`config.mk`:
```
export PLATFORM = sky130hd
export DESIGN_NAME = vtp_translate_top
export DESIGN_NICKNAME = d
export VERILOG_FILES = /design/src/hw/vtp_pkg.sv /design/src/hw/vtp_tlb.sv /design/src/hw/vtp_channel_pipe.sv /design/src/hw/vtp_out_arbiter.sv /design/src/hw/vtp_translate_top.sv
export SDC_FILE = /design/constraint.sdc
export NUM_CORES = 2
export LEC_CHECK = 0
export BUFFER_PORTS_ARGS = -buffer_cell sky130_fd_sc_hd__buf_2
export CAP_MARGIN = 20
export CORE_UTILIZATION = 50
export DETAILED_ROUTE_END_ITERATION = 7
export PLACE_DENSITY = 0.67
export SETUP_SLACK_MARGIN = 0.2
export SLEW_MARGIN = 40
export SYNTH_ARGS = -nofsm -noshare
export SYNTH_HDL_FRONTEND = slang
export SYNTH_SLANG_ARGS = --single-unit
```
`constraint.sdc`:
```
create_clock -name clk -period 11.61 [get_ports clk]
set_clock_uncertainty 0.05 [all_clocks]
set_input_delay 2.322 -clock clk [delete_from_list [all_inputs] [get_ports clk]]
set_output_delay 2.322 -clock clk [all_outputs]
set_load 0.005 [all_outputs]
```
`src/hw/vtp_pkg.sv`:
```
package vtp_pkg;

    // ======================================================================
    // Address geometry
    // ======================================================================

    // Requests carry the byte address of a cache line
    localparam int ADDR_W = 32;

    // A 4 KB page splits the word into a page number and a 12-bit offset
    localparam int PAGE4K_W = 20;
    localparam int OFF4K_W = ADDR_W - PAGE4K_W;

    // A 2 MB page keeps only the top 11 bits as page number
    localparam int PAGE2M_W = 11;
    localparam int OFF2M_W = ADDR_W - PAGE2M_W;

    // Tag is opaque to the design and travels untouched
    localparam int TAG_W = 8;
    localparam int DATA_W = 32;

    // Pipe stage that taps the TLB and the stage where the decision is made
    // The TLB delays its answer by the difference so both meet at the end
    localparam int LOOKUP_STAGE = 1;
    localparam int PIPE_LAST_STAGE = 5;

    // ======================================================================
    // Request and TLB types
    // ======================================================================

    typedef enum logic [1:0]
    {
        KIND_READ  = 2'd0,
        KIND_WRITE = 2'd1,
        KIND_FENCE = 2'd2
    } vtp_kind_t;

    typedef struct packed
    {
        logic [PAGE4K_W-1:0] page;
        logic [OFF4K_W-1:0]  offset;
    } vtp_addr4k_t;

    typedef struct packed
    {
        logic [PAGE2M_W-1:0] page;
        logic [OFF2M_W-1:0]  offset;
    } vtp_addr2m_t;

    // One address word, read either as a 4 KB or as a 2 MB page split
    typedef union packed
    {
        vtp_addr4k_t page4k;
        vtp_addr2m_t page2m;
    } vtp_addr_u;

    typedef struct packed
    {
        logic              valid;
        vtp_kind_t         kind;
        logic              addr_is_virtual;
        vtp_addr_u         addr;
        logic [TAG_W-1:0]  tag;
        logic [DATA_W-1:0] data;
    } vtp_req_t;

    // Answer to one channel, valid means a hit
    typedef struct packed
    {
        logic                valid;
        logic [PAGE4K_W-1:0] pa_page;
        logic                big;
    } vtp_lookup_t;

    // For a big mapping only the top PAGE2M_W bits of both pages count
    typedef struct packed
    {
        logic                valid;
        logic [PAGE4K_W-1:0] va_page;
        logic [PAGE4K_W-1:0] pa_page;
        logic                big;
    } vtp_fill_t;

endpackage

```
`src/hw/vtp_tlb.sv`:
```
module vtp_tlb
#(
    parameter int NUM_CHANNELS = 2,
    parameter int TLB_ENTRIES = 8
)
(
    input  logic                          clk,
    input  logic                          reset,
    input  vtp_pkg::vtp_fill_t            fill,
    input  logic [NUM_CHANNELS-1:0]       lookup_en,
    input  logic [vtp_pkg::PAGE4K_W-1:0]  lookup_page [NUM_CHANNELS],
    output vtp_pkg::vtp_lookup_t          lookup_rsp [NUM_CHANNELS]
);
    import vtp_pkg::*;

    // Answer must reach the request when it sits in the last pipe stage
    localparam int DELAY = PIPE_LAST_STAGE - LOOKUP_STAGE;
    localparam int IDX_W = (TLB_ENTRIES > 1) ? $clog2(TLB_ENTRIES) : 1;

    logic [TLB_ENTRIES-1:0] ent_valid;
    logic [TLB_ENTRIES-1:0] ent_big;
    logic [PAGE4K_W-1:0]    ent_va [TLB_ENTRIES];
    logic [PAGE4K_W-1:0]    ent_pa [TLB_ENTRIES];
    logic [IDX_W-1:0]       fill_ptr;
    logic [IDX_W-1:0]       fill_idx;
    logic                   fill_hit;
    vtp_lookup_t            lookup_now [NUM_CHANNELS];
    vtp_lookup_t            rsp_dly [NUM_CHANNELS][DELAY];

    // A big entry only compares the 2 MB page bits
    function automatic logic page_match(input logic [PAGE4K_W-1:0] ent,
                                        input logic [PAGE4K_W-1:0] req,
                                        input logic big);
        if (big)
            return ent[PAGE4K_W-1 -: PAGE2M_W] == req[PAGE4K_W-1 -: PAGE2M_W];
        return ent == req;
    endfunction

    // ======================================================================
    // Fill port
    // ======================================================================

    // A fill for a page already held reuses that slot, otherwise the
    // round-robin pointer picks the victim
    always_comb
    begin
        fill_hit = 1'b0;
        fill_idx = fill_ptr;
        for (int e = 0; e < TLB_ENTRIES; e++)
        begin
            if (!fill_hit && ent_valid[e] && (ent_va[e] == fill.va_page))
            begin
                fill_hit = 1'b1;
                fill_idx = IDX_W'(e);
            end
        end
    end

    always_ff @(posedge clk)
    begin
        if (fill.valid)
        begin
            ent_va[fill_idx] <= fill.va_page;
            ent_pa[fill_idx] <= fill.pa_page;
            ent_big[fill_idx] <= fill.big;
        end

        if (reset)
        begin
            ent_valid <= '0;
            fill_ptr <= '0;
        end
        else if (fill.valid)
        begin
            ent_valid[fill_idx] <= 1'b1;
            // The pointer only moves when a fresh slot was consumed
            if (!fill_hit)
                fill_ptr <= (fill_ptr == IDX_W'(TLB_ENTRIES - 1)) ? '0 : fill_ptr + 1'b1;
        end
    end

    // ======================================================================
    // Lookup ports
    // ======================================================================

    // Every channel searches all entries in parallel, first hit wins
    always_comb
    begin
        for (int c = 0; c < NUM_CHANNELS; c++)
        begin
            lookup_now[c] = '0;
            for (int e = 0; e < TLB_ENTRIES; e++)
            begin
                if (lookup_en[c] && ent_valid[e] && !lookup_now[c].valid &&
                    page_match(ent_va[e], lookup_page[c], ent_big[e]))
                begin
                    lookup_now[c].valid = 1'b1;
                    lookup_now[c].pa_page = ent_pa[e];
                    lookup_now[c].big = ent_big[e];
                end
            end
        end
    end

    // Delay line per channel lines the answer up with the last stage
    always_ff @(posedge clk)
    begin
        for (int c = 0; c < NUM_CHANNELS; c++)
        begin
            rsp_dly[c][0] <= lookup_now[c];
            for (int d = 1; d < DELAY; d++)
                rsp_dly[c][d] <= rsp_dly[c][d-1];
        end

        if (reset)
        begin
            for (int c = 0; c < NUM_CHANNELS; c++)
                for (int d = 0; d < DELAY; d++)
                    rsp_dly[c][d].valid <= 1'b0;
        end
    end

    always_comb
    begin
        for (int c = 0; c < NUM_CHANNELS; c++)
            lookup_rsp[c] = rsp_dly[c][DELAY-1];
    end

endmodule

```
`src/hw/vtp_channel_pipe.sv`:
```
module vtp_channel_pipe
(
    input  logic                          clk,
    input  logic                          reset,
    input  vtp_pkg::vtp_req_t             in_req,
    output logic                          accept,
    output logic                          lookup_en,
    output logic [vtp_pkg::PAGE4K_W-1:0]  lookup_page,
    input  vtp_pkg::vtp_lookup_t          lookup_rsp,
    output vtp_pkg::vtp_req_t             pipe_out,
    input  logic                          almost_full
);
    import vtp_pkg::*;

    // Stage 0 holds the newest entry, PIPE_LAST_STAGE the oldest
    vtp_req_t stage [PIPE_LAST_STAGE+1];
    vtp_req_t in_take;
    vtp_req_t last;
    vtp_req_t out_next;

    logic ready_q;
    logic almost_full_q;
    logic wr_accepted_q;
    logic last_needs_xlate;
    logic can_fwd;
    logic fwd_req;
    logic retry_req;
    logic pipe_busy;
    logic block_fence;

    // ======================================================================
    // Forward or retry decision at the last stage
    // ======================================================================

    assign last = stage[PIPE_LAST_STAGE];

    // Fences carry no address worth translating
    assign last_needs_xlate = last.addr_is_virtual && (last.kind != KIND_FENCE);

    // The arbiter level is registered once, the queue leaves room for that
    assign can_fwd = (lookup_rsp.valid || !last_needs_xlate) && !almost_full_q;
    assign fwd_req = last.valid && can_fwd;

    // A miss or back-pressure sends the oldest request round again
    assign retry_req = last.valid && !can_fwd;

    // ======================================================================
    // Input side and fence blocking
    // ======================================================================

    // Since the pipe reorders freely, a fence may only enter once every
    // older request of this channel has moved past the last stage
    always_comb
    begin
        pipe_busy = wr_accepted_q;
        for (int s = 0; s <= PIPE_LAST_STAGE; s++)
            pipe_busy = pipe_busy || stage[s].valid;
    end

    assign block_fence = in_req.valid && (in_req.kind == KIND_FENCE) && pipe_busy;

    // Retries own stage 1 this cycle, so nothing new can enter
    assign accept = ready_q && !retry_req && !block_fence;

    always_comb
    begin
        in_take = in_req;
        in_take.valid = in_req.valid && accept;
    end

    always_ff @(posedge clk)
    begin
        if (reset)
        begin
            ready_q <= 1'b0;
            almost_full_q <= 1'b0;
            wr_accepted_q <= 1'b0;
        end
        else
        begin
            ready_q <= 1'b1;
            almost_full_q <= almost_full;
            wr_accepted_q <= in_take.valid && (in_req.kind == KIND_WRITE);
        end
    end

    // ======================================================================
    // Pipe advance
    // ======================================================================

    always_ff @(posedge clk)
    begin
        // Stages past the retry point are a plain shift register
        for (int s = 1; s < PIPE_LAST_STAGE; s++)
            stage[s+1] <= stage[s];

        // Stage 0 holds its entry while a retry takes stage 1
        if (!retry_req)
            stage[0] <= in_take;

        stage[1] <= retry_req ? last : stage[0];

        if (reset)
        begin
            for (int s = 0; s <= PIPE_LAST_STAGE; s++)
                stage[s].valid <= 1'b0;
        end
    end

    // TLB tap, only virtual reads and writes ask for a translation
    assign lookup_page = stage[LOOKUP_STAGE].addr.page4k.page;
    assign lookup_en = stage[LOOKUP_STAGE].valid &&
                       stage[LOOKUP_STAGE].addr_is_virtual &&
                       (stage[LOOKUP_STAGE].kind != KIND_FENCE);

    // ======================================================================
    // Address rewrite
    // ======================================================================

    // The offset bits overlap in both union views, so only the page field
    // gets replaced and the offset is kept as it is
    always_comb
    begin
        out_next = last;
        out_next.valid = fwd_req;
        if (last_needs_xlate)
        begin
            if (lookup_rsp.big)
                out_next.addr.page2m.page = lookup_rsp.pa_page[PAGE4K_W-1 -: PAGE2M_W];
            else
                out_next.addr.page4k.page = lookup_rsp.pa_page;
            out_next.addr_is_virtual = 1'b0;
        end
    end

    always_ff @(posedge clk)
    begin
        pipe_out <= out_next;
        if (reset)
            pipe_out.valid <= 1'b0;
    end

endmodule

```
`src/hw/vtp_out_arbiter.sv`:
```
module vtp_out_arbiter
#(
    parameter int NUM_CHANNELS = 2
)
(
    input  logic                     clk,
    input  logic                     reset,
    input  vtp_pkg::vtp_req_t        pipe_out [NUM_CHANNELS],
    output logic [NUM_CHANNELS-1:0]  almost_full,
    output vtp_pkg::vtp_req_t        out_req,
    input  logic                     out_almost_full
);
    import vtp_pkg::*;

    // Two entries in flight behind the registered level need the spare room
    localparam int Q_DEPTH = 4;
    localparam int PTR_W = 2;
    localparam int AF_LEVEL = 2;
    localparam int CH_W = (NUM_CHANNELS > 1) ? $clog2(NUM_CHANNELS) : 1;

    vtp_req_t          q_mem [NUM_CHANNELS][Q_DEPTH];
    logic [PTR_W-1:0]  rd_ptr [NUM_CHANNELS];
    logic [PTR_W-1:0]  wr_ptr [NUM_CHANNELS];
    logic [PTR_W:0]    count [NUM_CHANNELS];
    logic [CH_W-1:0]   rr_last;
    logic [CH_W-1:0]   grant;
    logic              grant_valid;
    int                idx;

    always_comb
    begin
        for (int c = 0; c < NUM_CHANNELS; c++)
            almost_full[c] = count[c] >= (PTR_W+1)'(AF_LEVEL);
    end

    // Search starts just past the last channel served
    always_comb
    begin
        grant_valid = 1'b0;
        grant = rr_last;
        idx = 0;
        for (int k = 1; k <= NUM_CHANNELS; k++)
        begin
            idx = (int'(rr_last) + k) % NUM_CHANNELS;
            if (!grant_valid && !out_almost_full && (count[idx] != '0))
            begin
                grant_valid = 1'b1;
                grant = CH_W'(idx);
            end
        end
    end

    always_ff @(posedge clk)
    begin
        for (int c = 0; c < NUM_CHANNELS; c++)
        begin
            if (pipe_out[c].valid)
                q_mem[c][wr_ptr[c]] <= pipe_out[c];
        end
        out_req <= q_mem[grant][rd_ptr[grant]];
        out_req.valid <= grant_valid;

        if (reset)
        begin
            out_req.valid <= 1'b0;
            rr_last <= '0;
            for (int c = 0; c < NUM_CHANNELS; c++)
            begin
                rd_ptr[c] <= '0;
                wr_ptr[c] <= '0;
                count[c] <= '0;
            end
        end
        else
        begin
            if (grant_valid)
                rr_last <= grant;
            for (int c = 0; c < NUM_CHANNELS; c++)
            begin
                if (pipe_out[c].valid)
                    wr_ptr[c] <= wr_ptr[c] + 1'b1;
                if (grant_valid && (grant == CH_W'(c)))
                    rd_ptr[c] <= rd_ptr[c] + 1'b1;
                count[c] <= count[c] + (PTR_W+1)'(pipe_out[c].valid)
                          - (PTR_W+1)'(grant_valid && (grant == CH_W'(c)));
            end
        end
    end

endmodule

```
`src/hw/vtp_translate_top.sv`:
```
module vtp_translate_top
#(
    parameter int NUM_CHANNELS = 2,
    parameter int TLB_ENTRIES = 8
)
(
    input  logic                     clk,
    input  logic                     reset,
    input  vtp_pkg::vtp_req_t        in_req [NUM_CHANNELS],
    output logic [NUM_CHANNELS-1:0]  accept,
    input  vtp_pkg::vtp_fill_t       fill,
    output vtp_pkg::vtp_req_t        out_req,
    input  logic                     out_almost_full
);
    import vtp_pkg::*;

    logic [NUM_CHANNELS-1:0] lookup_en;
    logic [PAGE4K_W-1:0]     lookup_page [NUM_CHANNELS];
    vtp_lookup_t             lookup_rsp [NUM_CHANNELS];
    vtp_req_t                pipe_out [NUM_CHANNELS];
    logic [NUM_CHANNELS-1:0] almost_full;

    // One TLB shared by all channels, one lookup port each
    vtp_tlb
    #(
        .NUM_CHANNELS (NUM_CHANNELS),
        .TLB_ENTRIES  (TLB_ENTRIES)
    )
    u_tlb
    (
        .clk         (clk),
        .reset       (reset),
        .fill        (fill),
        .lookup_en   (lookup_en),
        .lookup_page (lookup_page),
        .lookup_rsp  (lookup_rsp)
    );

    for (genvar i = 0; i < NUM_CHANNELS; i++)
    begin : g_chan
        vtp_channel_pipe u_pipe
        (
            .clk         (clk),
            .reset       (reset),
            .in_req      (in_req[i]),
            .accept      (accept[i]),
            .lookup_en   (lookup_en[i]),
            .lookup_page (lookup_page[i]),
            .lookup_rsp  (lookup_rsp[i]),
            .pipe_out    (pipe_out[i]),
            .almost_full (almost_full[i])
        );
    end

    // Merges all channels onto the single outgoing port
    vtp_out_arbiter
    #(
        .NUM_CHANNELS (NUM_CHANNELS)
    )
    u_arbiter
    (
        .clk             (clk),
        .reset           (reset),
        .pipe_out        (pipe_out),
        .almost_full     (almost_full),
        .out_req         (out_req),
        .out_almost_full (out_almost_full)
    );

endmodule

```
==> results.ini <==
[routing]
drt_pass1_iterations = 5
drc = 0
vias = 38900
avgRoutedWirePerCell_um = 23.8
wirelength_um = 172000
first_iter_violations = 3263
ant_nets = 0
vias_per_cell = 5.40

[clocking]
h-tree-depth = 4
post_cts_buffers = 0
post_cts_resized = 0
cts_buffers = 210
clkTransAtPathRegs_ns = 0.06
cts_tree = done
clk_path_buf_depth = 3
clock_latency_ns = 0.83
hold_buffers = 0
tritoncts_num_sinks = 2276
clockRootBuffer = clkbuf_16

[synth]
synth_area_leaders = edfxtp_1, dfxtp_1, xnor2_1
syn_avg_cell_area_um2 = 15.3
syn_nets = 5006
netlist_instances = 4791
synth-seq-area-share_pct = 76.8
netlist.area_leader.share_pct = 44.4
synth_top_area_cell = edfxtp_1
ys.flop_type = dfxtp_1
ys_async_sr_fraction_pct = 0
ys_types = 65
ys_warn_count = 0
synthSimpleGateAreaFrac_pct = 6.37
synth_top_family_by_area = simple AND/OR/NAND/NOR gates
synth.area.mux_share_pct = 5.27
synthAdderAreaFrac_pct = 0.327
syn-cell-area_um2 = 73500
synth_compound_area_share_pct = 3.74
synth-xor-area-share_pct = 5.76
synth-edff-count = 1088
ys_seq_elements = 2276

[global_route]
grt-ovfl-total = 0
grt_antenna_before_repair = 15
grtUsageTotal_pct = 23.1
grt_max_degree = 158
grt_pass1_vias = 38700
grt_pass1_wl_um = 251000

[worst_setup_path]
r2r-end = u_tlb.rsp_dly[0][83]$_DFF_P_
regToRegStartpoint = g_chan[0].u_pipe.stage[0][143]$_DFF_P_
arrival_ns = 2.96
setup.worst_path.class = reg -> out
crit_path_max_incr_delay_ns = 0.53
required_ns = 9.24
regToRegSetupSlack_ns = 7.28
worstPathCellList = o21ai_1 > buf_4 > o21bai_1 > nand2_4 > o311a_1 > buf_2
critPathMaxFanout = 54
cp_slowest_cell = nand2_4
end_kind = output pin
worstSetupStartpointType = register
r2r_cells = 8

[sta]
maxSlewViolCount = 0
rsz0062_at_grt = false
setup_viol = 0
fmax_mhz = 187
finalHoldViolCount = 0
timing.final.crit_share_pct = 45.9
fin_setup_tns_ns = 0
slew_headroom_pct = 38.7
layout_setup_ws_ns = 6.28
period_needed_ns = 5.33
timing_worst_slew_pin_value_ns = 0.918

[layout]
n_fill_cell = 11100
drive_gt1_share_pct = 19.2
fin_cells = 7219
nets = 5327
multi_input_area_um2 = 16100
areaGrowthSynthToFinish_pct = 15.0
seq_area_um2 = 56500

[pwr]
irDropWorstVdd_mv = 0.170
power_density_nw_per_um2 = 219
leakage_uw = 0.0310

[flow_run]
drv_cap = 0

[outcome]
outcome = finished, final reports clean

[floorplanning]
ioPinCount = 275
die-area_um2 = 149000
die_width_um = 385
fp.dieH_um = 385
initial_core_util_pct = 50.5
rows = 140
core-area_um2 = 146000

[placed_design]
dp.cells = 6816
hpwl_um = 110000
numPortBuffers = 274
gp_congestion = 0.893
pre_cts_slack_ns = 5.65

[min_path]
min_path_type = reg -> reg
hold_end = u_tlb.rsp_dly[1][46]$_DFF_P_
min-delay-start = u_tlb.rsp_dly[1][68]$_DFF_P_
holdPathStages = 0

==> flip-flops by register name, indices dropped and copies added (netlist names), 3 cells and up, named ones only <==
| register | count |
|---|---|
| g_chan.u_pipe.pipe_out | 152 |
| g_chan.u_pipe.stage | 912 |
| u_arbiter.count | 6 |
| u_arbiter.out_req | 76 |
| u_arbiter.q_mem | 600 |
| u_arbiter.rd_ptr | 4 |
| u_arbiter.wr_ptr | 4 |
| u_tlb.ent_big | 8 |
| u_tlb.ent_pa | 160 |
| u_tlb.ent_va | 160 |
| u_tlb.ent_valid | 8 |
| u_tlb.fill_ptr | 3 |
| u_tlb.rsp_dly | 176 |
==> where the power goes <==
group	internal [µW]	leakage (µW)	switching, µW
Clock	4110	0.00363	2980
Combinational	820	0.00735	1440
Sequential	8830	0.0200	299
==> layout make-up <==
class | instances | area share, %
Sequential cell | 2276 | 66.8
Multi-Input combinational cell | 2217 | 19.0
Clock buffer | 297 | 7.41
Tap cell | 1917 | 2.84
Timing Repair Buffer | 341 | 2.32
Clock inverter | 102 | 1.35
Inverter | 66 | 0.293
Antenna cell | 3 | 0.00888
==> cell families after synthesis <==
logic type / after synthesis
adder cells (fa/ha/maj): 18
AND/OR/NAND/NOR: 986
flip-flops: 2276
multiplexers: 270
AO/OA/AOI/OAI: 459
buffers and inverters: 298
XOR/XNOR: 484
==> critical path: cells and delay by family, from the launching register on <==
family                 cells  cell delay, ns
flip-flops                 1            0.43
AND/OR/NAND/NOR            1            0.53
buffers and inverters      2            0.34
AO/OA/AOI/OAI              3            0.84
==> Yosys cell counts, types with 21 or more instances <==
cell type	count
a21oi_1	69
and3_1	45
and2_1	33
edfxtp_1	1088
inv_1	64
nand2_1	509
xnor2_1	259
buf_2	107
o21ai_0	229
nor2_1	32
xor2_1	225
nand4_1	63
nor3_1	32
mux4_2	75
clkbuf_1	96
buf_1	21
nor4_1	60
nand3_1	152
mux2_2	189
dfxtp_1	1188
==> routing by layer <==
metal	part of all wire, %	global-route usage, %
met1	39	29.1
met3	7.7	4.64
met5	0.058	0
met4	3.4	8.57
met2	50	39.3
==> cell usage in the layout (no fill, tap or decap), types with 69 or more instances in the layout <==
master / count
edfxtp_1: 1088
mux2_2: 188
mux4_2: 75
xnor2_1: 259
dfxtp_1: 1184
clkbuf_16: 225
a21oi_1: 69
buf_2: 274
nand2_1: 505
nand3_1: 151
o21ai_0: 227
xor2_1: 225
==> stage by stage <==
| stage | total power (µW) | instance area, µm² | hold WS [ns] | utilization [%] |
|---|---|---|---|---|
| 2_1_floorplan | 10600 | 73500 | 0.260 | - |
| 3_3_place_gp | 11500 | 77000 | 0.260 | 52.8 |
| 3_5_place_dp | 11600 | 77100 | 0.262 | 52.9 |
| 4_1_cts | 18700 | 84500 | 0.235 | 58.0 |
| 5_1_grt | 19200 | 84500 | 0.250 | 58.0 |
| 6_report | 18500 | 84500 | 0.240 | 58.0 |
==> how the worst max path moves through the flow <==
| stage | depth (start not counted) | endpoint | from | slack, ns |
|---|---|---|---|---|
| global placement | 11 | u_arbiter.out_req[13]$_DFF_P_ | out_almost_full | 5.50 |
| detailed placement | 9 | u_arbiter.out_req[40]$_DFF_P_ | out_almost_full | 5.65 |
| finish | 6 | accept[0] | g_chan[0].u_pipe.stage[2][149]$_DFF_P_ | 6.28 |
| CTS | 7 | accept[0] | g_chan[0].u_pipe.stage[2][150]$_DFF_P_ | 6.08 |
| global route | 7 | accept[1] | g_chan[1].u_pipe.stage[2][150]$_DFF_P_ | 5.99 |
| floorplan | 10 | u_tlb.ent_big[1]$_DFFE_PP_ | fill[31] | 4.12 |
Power figures use the tool's default switching activity.
